[src/mips_pkg.sv]
// shared types for the pipelined mips core
// word, word address, register index and byte lane mask
// primary opcode, special funct, alu and memory operation encodings
// stage structs carried between the pipeline registers
`default_nettype none

package mips_pkg;

   typedef logic [31:0] word_t;
   // byte address bits 31 to 2
   typedef logic [29:0] word_addr_t;
   typedef logic [4:0]  reg_idx_t;
   // bit k enables data bits 8k+7 to 8k, little-endian lanes
   typedef logic [3:0]  byte_en_t;

   // reset pc, start of the text segment
   localparam word_t text_start = 32'h0040_0000;

   typedef enum logic [5:0] {
      OP_SPECIAL = 6'h00,
      OP_ADDIU   = 6'h09,
      OP_SLTI    = 6'h0a,
      OP_SLTIU   = 6'h0b,
      OP_ANDI    = 6'h0c,
      OP_ORI     = 6'h0d,
      OP_XORI    = 6'h0e,
      OP_LUI     = 6'h0f,
      OP_LB      = 6'h20,
      OP_LH      = 6'h21,
      OP_LW      = 6'h23,
      OP_LBU     = 6'h24,
      OP_LHU     = 6'h25,
      OP_SB      = 6'h28,
      OP_SH      = 6'h29,
      OP_SW      = 6'h2b
   } opcode_e;

   typedef enum logic [5:0] {
      FN_SLL     = 6'h00,
      FN_SRL     = 6'h02,
      FN_SRA     = 6'h03,
      FN_SLLV    = 6'h04,
      FN_SRLV    = 6'h06,
      FN_SRAV    = 6'h07,
      FN_SYSCALL = 6'h0c,
      FN_ADDU    = 6'h21,
      FN_SUBU    = 6'h23,
      FN_AND     = 6'h24,
      FN_OR      = 6'h25,
      FN_XOR     = 6'h26,
      FN_NOR     = 6'h27,
      FN_SLT     = 6'h2a,
      FN_SLTU    = 6'h2b
   } funct_e;

   // add is zero so a cleared request is a plain add
   typedef enum logic [3:0] {
      ALU_ADD, ALU_SUB, ALU_AND, ALU_OR, ALU_XOR, ALU_NOR, ALU_SLT, ALU_SLTU,
      ALU_SLL, ALU_SRL, ALU_SRA, ALU_SLLV, ALU_SRLV, ALU_SRAV, ALU_LUI
   } alu_op_e;

   typedef enum logic [3:0] {
      MEM_NONE, MEM_LB, MEM_LH, MEM_LW, MEM_LBU, MEM_LHU, MEM_SB, MEM_SH, MEM_SW
   } mem_op_e;

   // decode to execute
   typedef struct packed {
      alu_op_e  alu_op;
      mem_op_e  mem_op;
      logic     use_imm;
      logic     reg_write;
      logic     halt;
      reg_idx_t dest;
      word_t    rs_data;
      word_t    rt_data;
      // already sign or zero extended
      word_t    imm;
   } ex_req_t;

   // execute to memory
   typedef struct packed {
      mem_op_e  mem_op;
      logic     reg_write;
      logic     halt;
      reg_idx_t dest;
      // alu result or byte address
      word_t    result;
      word_t    store_data;
   } mem_req_t;

   // memory to register file
   typedef struct packed {
      logic     write;
      logic     halt;
      reg_idx_t dest;
      word_t    data;
   } wb_req_t;

endpackage

`default_nettype wire

[src/mips_fetch.sv]
// fetch stage of the pipelined mips core
// pc register and the fetch to decode instruction register
`timescale 1ns/100ps
`default_nettype none

module mips_fetch (
   input  logic                 clk,
   input  logic                 rst_b,
   input  logic                 stall,
   input  mips_pkg::word_t      inst,
   output mips_pkg::word_addr_t inst_addr,
   output mips_pkg::word_t      dec_inst
);

   import mips_pkg::*;

   // pc kept as a word address
   word_addr_t pc;

   // instruction memory reads combinationally from the current pc
   assign inst_addr = pc;

   always_ff @(posedge clk or negedge rst_b) begin
      if (!rst_b) begin
         pc       <= text_start[31:2];
         // all-zero word decodes as sll r0 which changes nothing
         dec_inst <= '0;
      end else if (!stall) begin
         // one word per cycle
         pc       <= pc + 1'b1;
         dec_inst <= inst;
      end
      // stalled so pc and instruction hold and the same word is refetched
   end

endmodule

`default_nettype wire

[src/mips_decode.sv]
// decode stage of the pipelined mips core
// field extraction and control decode
// read-after-write stall against execute and memory, syscall drain
// decode to execute pipeline register
`timescale 1ns/100ps
`default_nettype none

module mips_decode (
   input  logic               clk,
   input  logic               rst_b,
   input  mips_pkg::word_t    dec_inst,
   output mips_pkg::reg_idx_t rs_idx,
   output mips_pkg::reg_idx_t rt_idx,
   input  mips_pkg::word_t    rs_data,
   input  mips_pkg::word_t    rt_data,
   input  mips_pkg::mem_req_t mem_req,
   output logic               stall,
   output mips_pkg::ex_req_t  ex_req
);

   import mips_pkg::*;

   opcode_e  opcode;
   funct_e   funct;
   reg_idx_t rd_idx;
   alu_op_e  alu_op;
   mem_op_e  mem_op;
   logic     reg_write;
   logic     is_syscall;
   logic     zero_ext;
   logic     hazard;
   logic     draining;
   ex_req_t  next_req;

   // true when idx is still waiting on a write from execute or memory
   function automatic logic busy(input reg_idx_t idx);
      logic ex_hit;
      logic mem_hit;
      ex_hit  = ex_req.reg_write && (ex_req.dest == idx);
      mem_hit = mem_req.reg_write && (mem_req.dest == idx);
      return (idx != '0) && (ex_hit || mem_hit);
   endfunction

   // instruction fields
   assign opcode = opcode_e'(dec_inst[31:26]);
   assign rs_idx = dec_inst[25:21];
   assign rt_idx = dec_inst[20:16];
   assign rd_idx = dec_inst[15:11];
   assign funct  = funct_e'(dec_inst[5:0]);

   // logical immediates zero extend and everything else sign extends
   assign zero_ext = opcode inside {OP_ANDI, OP_ORI, OP_XORI};

   always_comb begin
      alu_op     = ALU_ADD;
      mem_op     = MEM_NONE;
      reg_write  = 1'b1;
      is_syscall = 1'b0;
      case (opcode)
         OP_SPECIAL: begin
            case (funct)
               FN_SLL:  alu_op = ALU_SLL;
               FN_SRL:  alu_op = ALU_SRL;
               FN_SRA:  alu_op = ALU_SRA;
               FN_SLLV: alu_op = ALU_SLLV;
               FN_SRLV: alu_op = ALU_SRLV;
               FN_SRAV: alu_op = ALU_SRAV;
               FN_ADDU: alu_op = ALU_ADD;
               FN_SUBU: alu_op = ALU_SUB;
               FN_AND:  alu_op = ALU_AND;
               FN_OR:   alu_op = ALU_OR;
               FN_XOR:  alu_op = ALU_XOR;
               FN_NOR:  alu_op = ALU_NOR;
               FN_SLT:  alu_op = ALU_SLT;
               FN_SLTU: alu_op = ALU_SLTU;
               FN_SYSCALL: begin
                  reg_write  = 1'b0;
                  is_syscall = 1'b1;
               end
               // unknown funct becomes a no-op
               default: reg_write = 1'b0;
            endcase
         end
         OP_ADDIU: alu_op = ALU_ADD;
         OP_SLTI:  alu_op = ALU_SLT;
         OP_SLTIU: alu_op = ALU_SLTU;
         OP_ANDI:  alu_op = ALU_AND;
         OP_ORI:   alu_op = ALU_OR;
         OP_XORI:  alu_op = ALU_XOR;
         OP_LUI:   alu_op = ALU_LUI;
         // loads and stores keep alu add for base plus offset
         OP_LB:    mem_op = MEM_LB;
         OP_LH:    mem_op = MEM_LH;
         OP_LW:    mem_op = MEM_LW;
         OP_LBU:   mem_op = MEM_LBU;
         OP_LHU:   mem_op = MEM_LHU;
         OP_SB:    mem_op = MEM_SB;
         OP_SH:    mem_op = MEM_SH;
         OP_SW:    mem_op = MEM_SW;
         default:  reg_write = 1'b0;
      endcase
      // stores write memory only
      if (mem_op inside {MEM_SB, MEM_SH, MEM_SW}) begin
         reg_write = 1'b0;
      end
   end

   // writeback is covered by the register file bypass
   always_comb begin
      hazard = busy(rs_idx) || busy(rt_idx);
   end
   // after syscall nothing more leaves decode
   assign stall  = hazard || draining;

   always_comb begin
      next_req.alu_op    = alu_op;
      next_req.mem_op    = mem_op;
      // r-type uses rt and gets shamt through imm bits 10 to 6
      next_req.use_imm   = (opcode != OP_SPECIAL);
      next_req.reg_write = reg_write;
      next_req.halt      = is_syscall;
      next_req.dest      = (opcode == OP_SPECIAL) ? rd_idx : rt_idx;
      next_req.rs_data   = rs_data;
      next_req.rt_data   = rt_data;
      next_req.imm       = zero_ext ? {16'h0000, dec_inst[15:0]}
                                    : {{16{dec_inst[15]}}, dec_inst[15:0]};
   end

   always_ff @(posedge clk or negedge rst_b) begin
      if (!rst_b) begin
         draining <= 1'b0;
         ex_req   <= '0;
      end else begin
         // sticky once the syscall has been issued
         if (!stall && is_syscall) begin
            draining <= 1'b1;
         end
         // bubble while stalled or draining
         if (stall) begin
            ex_req <= '0;
         end else begin
            ex_req <= next_req;
         end
      end
   end

endmodule

`default_nettype wire

[src/mips_regfile.sv]
// 32 by 32-bit register file for the pipelined mips core
// two asynchronous read ports with write-through bypass, one write port
`timescale 1ns/100ps
`default_nettype none

module mips_regfile (
   input  logic               clk,
   input  logic               rst_b,
   input  mips_pkg::reg_idx_t rs_idx,
   input  mips_pkg::reg_idx_t rt_idx,
   output mips_pkg::word_t    rs_data,
   output mips_pkg::word_t    rt_data,
   input  mips_pkg::wb_req_t  wb_req
);

   import mips_pkg::*;

   word_t regs [32];

   // r0 reads zero and a same-cycle write is seen by the reader
   function automatic word_t read_port(input reg_idx_t idx);
      if (idx == '0) begin
         return '0;
      end else if (wb_req.write && (wb_req.dest == idx)) begin
         return wb_req.data;
      end
      return regs[idx];
   endfunction

   always_comb begin
      rs_data = read_port(rs_idx);
      rt_data = read_port(rt_idx);
   end

   // programs start with every register at zero
   always_ff @(posedge clk or negedge rst_b) begin
      if (!rst_b) begin
         for (int i = 0; i < 32; i++) begin
            regs[i] <= '0;
         end
      end else if (wb_req.write && (wb_req.dest != '0)) begin
         regs[wb_req.dest] <= wb_req.data;
      end
   end

endmodule

`default_nettype wire

[src/mips_execute.sv]
// execute stage of the pipelined mips core
// operand select, alu and the execute to memory register
`timescale 1ns/100ps
`default_nettype none

module mips_execute (
   input  logic               clk,
   input  logic               rst_b,
   input  mips_pkg::ex_req_t  ex_req,
   output mips_pkg::mem_req_t mem_req
);

   import mips_pkg::*;

   word_t       op_a;
   word_t       op_b;
   logic [4:0]  shamt;
   logic [4:0]  vshamt;
   word_t       result;

   assign op_a   = ex_req.rs_data;
   // immediate forms replace rt
   assign op_b   = ex_req.use_imm ? ex_req.imm : ex_req.rt_data;
   // fixed shifts take shamt from the instruction, variable ones from rs
   assign shamt  = ex_req.imm[10:6];
   assign vshamt = ex_req.rs_data[4:0];

   always_comb begin
      case (ex_req.alu_op)
         ALU_SUB:  result = op_a - op_b;
         ALU_AND:  result = op_a & op_b;
         ALU_OR:   result = op_a | op_b;
         ALU_XOR:  result = op_a ^ op_b;
         ALU_NOR:  result = ~(op_a | op_b);
         ALU_SLT:  result = {31'b0, $signed(op_a) < $signed(op_b)};
         ALU_SLTU: result = {31'b0, op_a < op_b};
         // shifts always act on rt
         ALU_SLL:  result = ex_req.rt_data << shamt;
         ALU_SRL:  result = ex_req.rt_data >> shamt;
         ALU_SRA:  result = $unsigned($signed(ex_req.rt_data) >>> shamt);
         ALU_SLLV: result = ex_req.rt_data << vshamt;
         ALU_SRLV: result = ex_req.rt_data >> vshamt;
         ALU_SRAV: result = $unsigned($signed(ex_req.rt_data) >>> vshamt);
         ALU_LUI:  result = {ex_req.imm[15:0], 16'h0000};
         // add, also the load and store address
         default:  result = op_a + op_b;
      endcase
   end

   always_ff @(posedge clk or negedge rst_b) begin
      if (!rst_b) begin
         mem_req <= '0;
      end else begin
         mem_req.mem_op     <= ex_req.mem_op;
         mem_req.reg_write  <= ex_req.reg_write;
         mem_req.halt       <= ex_req.halt;
         mem_req.dest       <= ex_req.dest;
         mem_req.result     <= result;
         mem_req.store_data <= ex_req.rt_data;
      end
   end

endmodule

`default_nettype wire

[src/mips_memory_stage.sv]
// memory stage of the pipelined mips core
// store lane placement and write mask, load byte and halfword extraction
// memory to writeback register and the sticky halted flag
`timescale 1ns/100ps
`default_nettype none

module mips_memory_stage (
   input  logic                 clk,
   input  logic                 rst_b,
   input  mips_pkg::mem_req_t   mem_req,
   output mips_pkg::word_addr_t mem_addr,
   output mips_pkg::word_t      mem_data_in,
   output mips_pkg::byte_en_t   mem_write_en,
   input  mips_pkg::word_t      mem_data_out,
   output mips_pkg::wb_req_t    wb_req,
   output logic                 halted
);

   import mips_pkg::*;

   logic [1:0] offset;
   word_t      lane_data;
   word_t      load_data;
   logic       is_load;
   wb_req_t    next_wb;

   assign mem_addr = mem_req.result[31:2];
   // byte within the word selects the lane
   assign offset   = mem_req.result[1:0];

   always_comb begin
      // move the low byte or halfword of rt up into its lane
      mem_data_in  = mem_req.store_data << {offset, 3'b000};
      mem_write_en = 4'b0000;
      case (mem_req.mem_op)
         MEM_SB: mem_write_en = 4'b0001 << offset;
         MEM_SH: mem_write_en = offset[1] ? 4'b1100 : 4'b0011;
         MEM_SW: begin
            mem_write_en = 4'b1111;
            mem_data_in  = mem_req.store_data;
         end
         default: mem_write_en = 4'b0000;
      endcase
   end

   // addressed lane brought down to bit 0
   assign lane_data = mem_data_out >> {offset, 3'b000};
   assign is_load   = mem_req.mem_op inside {MEM_LB, MEM_LH, MEM_LW, MEM_LBU, MEM_LHU};

   always_comb begin
      case (mem_req.mem_op)
         MEM_LB:  load_data = {{24{lane_data[7]}}, lane_data[7:0]};
         MEM_LH:  load_data = {{16{lane_data[15]}}, lane_data[15:0]};
         MEM_LBU: load_data = {24'h000000, lane_data[7:0]};
         MEM_LHU: load_data = {16'h0000, lane_data[15:0]};
         // lw takes the word as it is
         default: load_data = mem_data_out;
      endcase
   end

   assign next_wb.write = mem_req.reg_write;
   assign next_wb.halt  = mem_req.halt;
   assign next_wb.dest  = mem_req.dest;
   assign next_wb.data  = is_load ? load_data : mem_req.result;

   always_ff @(posedge clk or negedge rst_b) begin
      if (!rst_b) begin
         wb_req <= '0;
         halted <= 1'b0;
      end else begin
         wb_req <= next_wb;
         // rises with the syscall entering writeback and stays until reset
         if (mem_req.halt) begin
            halted <= 1'b1;
         end
      end
   end

endmodule

`default_nettype wire

[src/mips_core.sv]
// top level of the five-stage pipelined mips core
// fetch, decode, execute and memory stages with the register file
// separate instruction and data memory ports
`timescale 1ns/100ps
`default_nettype none

module mips_core (
   input  logic                 clk,
   input  logic                 rst_b,
   output mips_pkg::word_addr_t inst_addr,
   input  mips_pkg::word_t      inst,
   output mips_pkg::word_addr_t mem_addr,
   output mips_pkg::word_t      mem_data_in,
   output mips_pkg::byte_en_t   mem_write_en,
   input  mips_pkg::word_t      mem_data_out,
   output logic                 halted
);

   import mips_pkg::*;

   logic     stall;
   word_t    dec_inst;
   reg_idx_t rs_idx;
   reg_idx_t rt_idx;
   word_t    rs_data;
   word_t    rt_data;
   ex_req_t  ex_req;
   mem_req_t mem_req;
   wb_req_t  wb_req;

   mips_fetch i_fetch (
      .clk       (clk),
      .rst_b     (rst_b),
      .stall     (stall),
      .inst      (inst),
      .inst_addr (inst_addr),
      .dec_inst  (dec_inst)
   );

   // mem_req also returns to decode for the hazard check
   mips_decode i_decode (
      .clk      (clk),
      .rst_b    (rst_b),
      .dec_inst (dec_inst),
      .rs_idx   (rs_idx),
      .rt_idx   (rt_idx),
      .rs_data  (rs_data),
      .rt_data  (rt_data),
      .mem_req  (mem_req),
      .stall    (stall),
      .ex_req   (ex_req)
   );

   mips_regfile i_regfile (
      .clk     (clk),
      .rst_b   (rst_b),
      .rs_idx  (rs_idx),
      .rt_idx  (rt_idx),
      .rs_data (rs_data),
      .rt_data (rt_data),
      .wb_req  (wb_req)
   );

   mips_execute i_execute (
      .clk     (clk),
      .rst_b   (rst_b),
      .ex_req  (ex_req),
      .mem_req (mem_req)
   );

   mips_memory_stage i_memory (
      .clk          (clk),
      .rst_b        (rst_b),
      .mem_req      (mem_req),
      .mem_addr     (mem_addr),
      .mem_data_in  (mem_data_in),
      .mem_write_en (mem_write_en),
      .mem_data_out (mem_data_out),
      .wb_req       (wb_req),
      .halted       (halted)
   );

endmodule

`default_nettype wire

[config.mk]
export PLATFORM = sky130hd
export DESIGN_NAME = mips_core
export DESIGN_NICKNAME = d
export VERILOG_FILES = /design/src/mips_pkg.sv /design/src/mips_fetch.sv /design/src/mips_decode.sv /design/src/mips_regfile.sv /design/src/mips_execute.sv /design/src/mips_memory_stage.sv /design/src/mips_core.sv
export SDC_FILE = /design/constraint.sdc
export NUM_CORES = 2
export LEC_CHECK = 0
export ABC_AREA = 0
export BUFFER_PORTS_ARGS = -buffer_cell sky130_fd_sc_hd__buf_2
export CAP_MARGIN = 5
export CORE_MARGIN = 4
export CORE_UTILIZATION = 45
export DETAILED_ROUTE_END_ITERATION = 16
export PLACE_DENSITY_LB_ADDON = 0.15
export SLEW_MARGIN = 20
export SYNTH_ARGS = -nofsm -noshare
export SYNTH_HDL_FRONTEND = slang
export SYNTH_SLANG_ARGS = --single-unit
export TNS_END_PERCENT = 5
[constraint.sdc]
create_clock -name clk -period 5.9 [get_ports clk]
set_input_delay 0.295 -clock clk [delete_from_list [all_inputs] [get_ports clk]]
set_output_delay 0.295 -clock clk [all_outputs]
set_load 0.03 [all_outputs]
Yosys cells after proc, flatten, opt, wreduce, memory -nomap -nowiden
Index checks and enable logic that the tools add are counted.
{"block": "op_classes", "addsub": 3, "order_cmp": 6, "n_eq_ne": 60, "n_shift": 9, "mux": 37, "bitwise_logic": 7, "reduce_logical": 29}
{"op": "1024-bit bitwise mux", "n": 1}
{"op": "32-bit two-way mux", "n": 15}
{"op": "32-bit case mux with 14 select lines", "n": 1}
{"op": "32-bit binary-select mux with 5-bit select", "n": 2}
{"op": "32-bit demux with 5-bit select", "n": 1}
{"op": "32-bit case mux with 4 select lines", "n": 1}
{"op": "112-bit two-way mux", "n": 1}
{"op": "6-bit equality test (second input constant)", "n": 16}
{"op": "32-bit by 5-bit << shifter with 32-bit output", "n": 3}
{"op": "32-bit < comparator", "n": 2}
{"op": "32-bit by 5-bit right shift with 32-bit output", "n": 2}
{"op": "32-bit by 5-bit >>> shifter with 32-bit output", "n": 2}
{"op": "4-bit case mux with 13 select lines", "n": 1}
{"op": "6-bit by 4-bit equality test with 1-bit output (second input constant)", "n": 8}
{"op": "4-bit by 3-bit equality test with 1-bit output (second input constant)", "n": 10}
{"op": "4-bit equality test (second input constant)", "n": 9}
{"op": "32-bit adder", "n": 1}
{"op": "32-bit bitwise AND", "n": 1}
{"op": "32-bit NOT", "n": 1}
{"op": "32-bit bitwise OR", "n": 1}
{"op": "4-bit case mux with 8 select lines", "n": 1}
{"op": "32-bit by 5-bit right shift with 16-bit output", "n": 1}
{"op": "32-bit subtractor", "n": 1}
{"op": "32-bit bitwise XOR", "n": 1}
{"op": "26 further kinds", "n": 68}
{"block": "totals", "register_bits": 1313, "output_inout_bits": 97}

Logic depth before layout (Yosys ltp)
{"block": "depth", "word_depth": 8, "depth_mapped": 16, "ltp_nobuf": 14}

Modules after synthesis
From an unflattened synthesis, not the netlist that was laid out.
{"block": "hier_totals", "hier_cells": 6268, "area_unflattened_um2": 77546.9}
{"mod": "mips_regfile", "instances": 1, "cells_each": 3658, "area_per_inst_um2": 54926.4}
{"mod": "mips_execute", "instances": 1, "cells_each": 1716, "area_per_inst_um2": 12722.2}
{"mod": "mips_decode", "instances": 1, "cells_each": 335, "area_per_inst_um2": 4000.1}
{"mod": "mips_memory_stage", "instances": 1, "cells_each": 375, "area_per_inst_um2": 3348.2}
{"mod": "mips_fetch", "instances": 1, "cells_each": 184, "area_per_inst_um2": 2549.9}

Worst setup path after synthesis
No wires, ideal clock.
{"block": "synth_path", "path_kind": "reg-to-reg", "start": "reg, netlist name i_decode.ex_req[103]", "end": "reg, netlist name i_execute.mem_req[63]", "setup_ps": 91, "arrival_time_ps": 3785, "required_time_ps": 5809, "slack_ps": 2025, "stages_incl_launch_ff": 14, "n_path_buf": 2, "synth_period_minus_slack_ps": 3875, "cell_sequence": "dfrtp_1 -> clkbuf_1 -> clkbuf_1 -> mux2i_1 -> ha_1 -> a211o_1 -> a211oi_1 -> nor3_1 -> o21ai_1 -> or3_1 -> a211oi_2 -> nor3_1 -> mux2_2 -> o221ai_1"}
{"block": "synth_between", "elab_chain_len": 4}
{"item": "32-bit two-way mux *", "line_no": "mips_execute.sv:23", "source": "assign op_b = ex_req.use_imm ? ex_req.imm : ex_req.rt_data;"}
{"item": "parallel branches: the longest is 2 deep, another holds 32-bit adder"}
{"item": "32-bit case mux with 14 select lines *", "line_no": "mips_execute.sv:29", "source": "case (ex_req.alu_op)"}
{"item": "named net i_execute.result[31]", "line_no": "mips_execute.sv:19", "source": "word_t result;"}
Mark *: on every way through the listed nets, which the timed path passes.
A chain may end at the register's enable or synchronous reset.

Final worst setup path
{"block": "layout_path", "start": "reg, netlist name i_decode.ex_req[103]", "end": "reg, netlist name i_execute.mem_req[32]"}
{"block": "layout_between", "elab_chain_len": 4}
{"item": "32-bit two-way mux *", "line_no": "mips_execute.sv:23"}
{"item": "parallel branches: the longest is 2 deep, another holds 32-bit adder"}
{"item": "32-bit case mux with 14 select lines *", "line_no": "mips_execute.sv:29"}
{"item": "named net i_execute.result[0]", "line_no": "mips_execute.sv:19"}
Marks and branches as above.

==> flow_summary.rst <==
.. list-table::
   :header-rows: 1

   * - Metric
     - Value
   * - Pwr/cell area
     - 477 mW/mm^2
   * - Via count of the routed design
     - 53.6k
   * - Setup TNS Final
     - 0 ns
   * - Antenna violation net count after detailed routing
     - 0
   * - Number of buffers added on ports
     - 162
   * - Highest achievable clock rate
     - 201 MHz
   * - Fraction of final layout cells sized beyond drive strength 1
     - 40.7%
   * - Clock Path Buffers
     - 3
   * - Result of the run
     - complete, no violations
   * - GRT Max-Usage Layer
     - met2
   * - Gp weighted congestion
     - 1.03
   * - CP Max Fanout
     - 16
   * - Full die area
     - 0.177 mm^2
   * - Endpoints failing setup
     - 0
   * - Number of enable-type register cells in the synthesized netlist
     - 0
   * - CP delay by family, top
     - compound AO/OA/AOI/OAI gates
   * - Final critical path time including I/O delays and setup
     - 4.97 ns
   * - Most common cell after layout, fill and taps aside
     - sky130_fd_sc_hd__dfrtp_1
   * - Critical path start-end classification
     - flop to flop
   * - Required time of the critical path
     - 6.52 ns
   * - Layout Skew
     - 0.0494 ns
   * - Static leakage
     - 38.1 nW
   * - Worst hold path type
     - input pin to async pin
   * - Ratio of routed vias to standard cells
     - 6.62
   * - Netlist cell types
     - 84
   * - Pin count of the biggest net entering global routing
     - 177
   * - Number of antenna violations at the first check in global routing
     - 11
   * - Cell at the root of the clock tree
     - sky130_fd_sc_hd__clkbuf_16
   * - RSZ-0062 raised after global routing
     - false
   * - Cell with the largest stage delay on the worst path
     - sky130_fd_sc_hd__dfrtp_1
   * - Dominant synthesized flop cell
     - sky130_fd_sc_hd__dfrtp_1
   * - Horizontal die dimension
     - 421 um
   * - Global routing usage on met2
     - 48.9%
   * - Final Cycle Share
     - 84.2%
   * - Critical path cell sequence
     - inv_1, a21oi_1, ha_1, or3_1, nor4_1, and4_1, a32oi_1, a21oi_1, buf_4, a311oi_1, o31a_1, o21ai_0, a32oi_1
   * - Core area
     - 0.169 mm^2
   * - Slew of the pin with the lowest slew margin
     - 1.21 ns
   * - Initial detailed-routing violation count
     - 5507
   * - Number of max-slew violations in the final report
     - 0
   * - Total buffers and inverters traversed by the critical path
     - 2
   * - Mean instance size in the synthesized netlist
     - 13.2 um^2
   * - Gr usage total
     - 31.8%
   * - Clock network latency to the later pin of the worst-skew pair
     - 0.81 ns
   * - Seq cells post-synth
     - 1298
   * - Dpl hpwl
     - 181000 um
   * - Number of sinks driven by the clock tree
     - 1298
   * - Number of gates given a new drive strength after cts
     - 0
   * - Number of standard cells in the layout, taps in and fillers out
     - 8085
   * - Yosys warning count
     - 0
   * - Startpoint type of the worst setup path
     - flop
   * - Final layout net count
     - 5939
   * - Final Hold Fails
     - 0
   * - Post-Synthesis Net Count
     - 6012
   * - Height of the chip
     - 421 um
   * - IO Pins
     - 163
   * - Remaining DRCs
     - 0
   * - CP Data Arrival Time
     - 5.59 ns
   * - Average wire length per cell after detail routing
     - 34.8 um
   * - Global routing met1 resource utilization
     - 43.6%
   * - Stage delay of the slowest cell on the critical path
     - 0.93 ns
   * - Peak VDD IR
     - 0.000285 V
   * - Grt ovf
     - 0
   * - Sort of element at the end of the critical path
     - flop
   * - Most frequent cells in the layout
     - sky130_fd_sc_hd__dfrtp_1 (1278), sky130_fd_sc_hd__mux2_2 (1046), sky130_fd_sc_hd__mux4_2 (671), sky130_fd_sc_hd__mux2i_1 (278), sky130_fd_sc_hd__nor2_1 (248)
   * - TritonCTS clock tree
     - done
   * - Drt first pass iters
     - 6
   * - Row count
     - 151
   * - Placed cells
     - 7763
   * - First-pass GRT wire length
     - 403000 um
   * - Number of levels in the clock H-tree
     - 4
   * - Number of clock buffers inserted by TritonCTS
     - 149
   * - Sequential element share of the synthesized area
     - 42.4%
   * - Relative slew margins
     - 19.3%
   * - Max-Cap Viols
     - 0
   * - Number of global-route vias before repair
     - 53.7k
   * - Clock-pin slew on the worst setup and hold paths
     - 0.06 ns
   * - Post-synth design cell area
     - 0.0766 mm^2
   * - Met3 Track Usage GR
     - 5.30%
   * - Routed Wire Length
     - 281000 um
   * - Area growth from synthesis to layout
     - 11.2%
   * - Cells after synthesis
     - 5823
   * - Async set-or-reset flop fraction in the synthesized netlist
     - 100%
   * - Initial Util
     - 45.3%
## state kept, by name (all words and copies together), names as in the netlist
name	flops
i_regfile.regs	1024
i_decode.ex_req	97
i_execute.mem_req	75
i_memory.wb_req	38
i_fetch.dec_inst	32
i_fetch.inst_addr	30
i_decode.draining	1
i_memory.halted	1
## synthesized netlist by cell type (all sizes together), types with 21 or more instances
master  instances  area share (%)
a211oi         96            0.95
a21oi         202             1.3
a221o          22            0.29
a221oi         29            0.34
a22oi          38            0.37
and2           29            0.24
and3           37            0.30
buf           208             1.4
clkbuf        411             2.0
dfrtp        1297              42
ha            121             2.0
inv           134            0.66
mux2         1049              15
mux2i         289             3.8
mux4          674              20
nand2         245             1.2
nand3          62            0.41
nand4          21            0.17
nor2          260             1.3
nor2b          35            0.29
nor3           36            0.24
o211ai         22            0.22
o21ai         116            0.76
o22ai          21            0.17
xnor2          62            0.71
xor2           41            0.47
## metrics by stage
step / hold WS (ns) / setup slack [ns] / power (mW) / area, um^2 / util (%)
2_1_floorplan: -0.000591 / 2.02 / 25.3 / 76600 / -
3_3_place_gp: 0.291 / 0.758 / 30.7 / 79600 / 47.0
3_5_place_dp: 0.298 / 1.03 / 31.0 / 79600 / 47.0
4_1_cts: 0.0229 / 0.968 / 40.6 / 85100 / 50.3
5_1_grt: 0.0446 / 0.663 / 42.5 / 85200 / 50.3
6_report: 0.0513 / 0.930 / 40.7 / 85200 / 50.3
## final timing paths
check                                               startpoint                               end  slack (ns)  cells after the start
worst max-delay path            i_decode.ex_req[103]$_DFF_PN0_   i_execute.mem_req[32]$_DFF_PN0_        0.93                     13
worst min-delay path                                     rst_b  i_fetch.inst_addr[6]$_DFFE_PN0P_        0.05                      2
worst max register to register  i_decode.ex_req[103]$_DFF_PN0_   i_execute.mem_req[32]$_DFF_PN0_        0.93                     13
worst min register to register  i_decode.ex_req[105]$_DFF_PN0_   i_execute.mem_req[72]$_DFF_PN0_        0.35                      0
max in group asynchronous                                rst_b   i_regfile.regs[480]$_DFFE_PN0P_        4.23                      3
min in group clk                               mem_data_out[8]      i_memory.wb_req[8]$_DFF_PN0_        0.08                      3
## layer usage
layer / share of wire, % / wire length, um / vias to the layer above
met5: 0.011 / 31 / -
met2: 46 / 129000 / 2318
met1: 41 / 116000 / 28700
met3: 6.9 / 19500 / 618
met4: 6.1 / 17300 / 4
li1: - / - / 21900
## layout make-up
type,count,area (um^2)
diodes,4,10.0
clock buffers,224,4370
clock inverters,40,618
fillers,14600,84100
inverters,135,507
multi-input cells,3771,41400
flip-flops and latches,1298,32500
well taps,2218,2780
repair buffers,395,2940
## cells by family (layout without fill, tap and decap cells)
group	count (synthesis)	in the layout	synth area share (%)
mux	2012	2012	39.1
flops	1298	1298	42.4
simple gates	815	815	4.96
buf+inv	754	794	4.07
compound gates	718	718	6.28
fa+ha+maj	123	123	2.03
xor+xnor	103	103	1.18
other cells	0	4	0
## where the power goes
group	internal (mW)	leakage [nW]	switching [mW]	total (mW)
combinational	7.52	18.4	7.85	15.4
clock	5.47	2.42	3.97	9.44
sequential	12.2	17.2	3.71	15.9
## repair_timing
| item | in CTS | in global routing |
|---|---|---|
| hold buffers | 53 | 0 |
| endpoints found under the hold margin | 189 | 0 |
| buffers inserted | 0 | 0 |
| setup endpoints to repair | 0 | 0 |
Note: power is estimated with default switching activity, not from simulation.
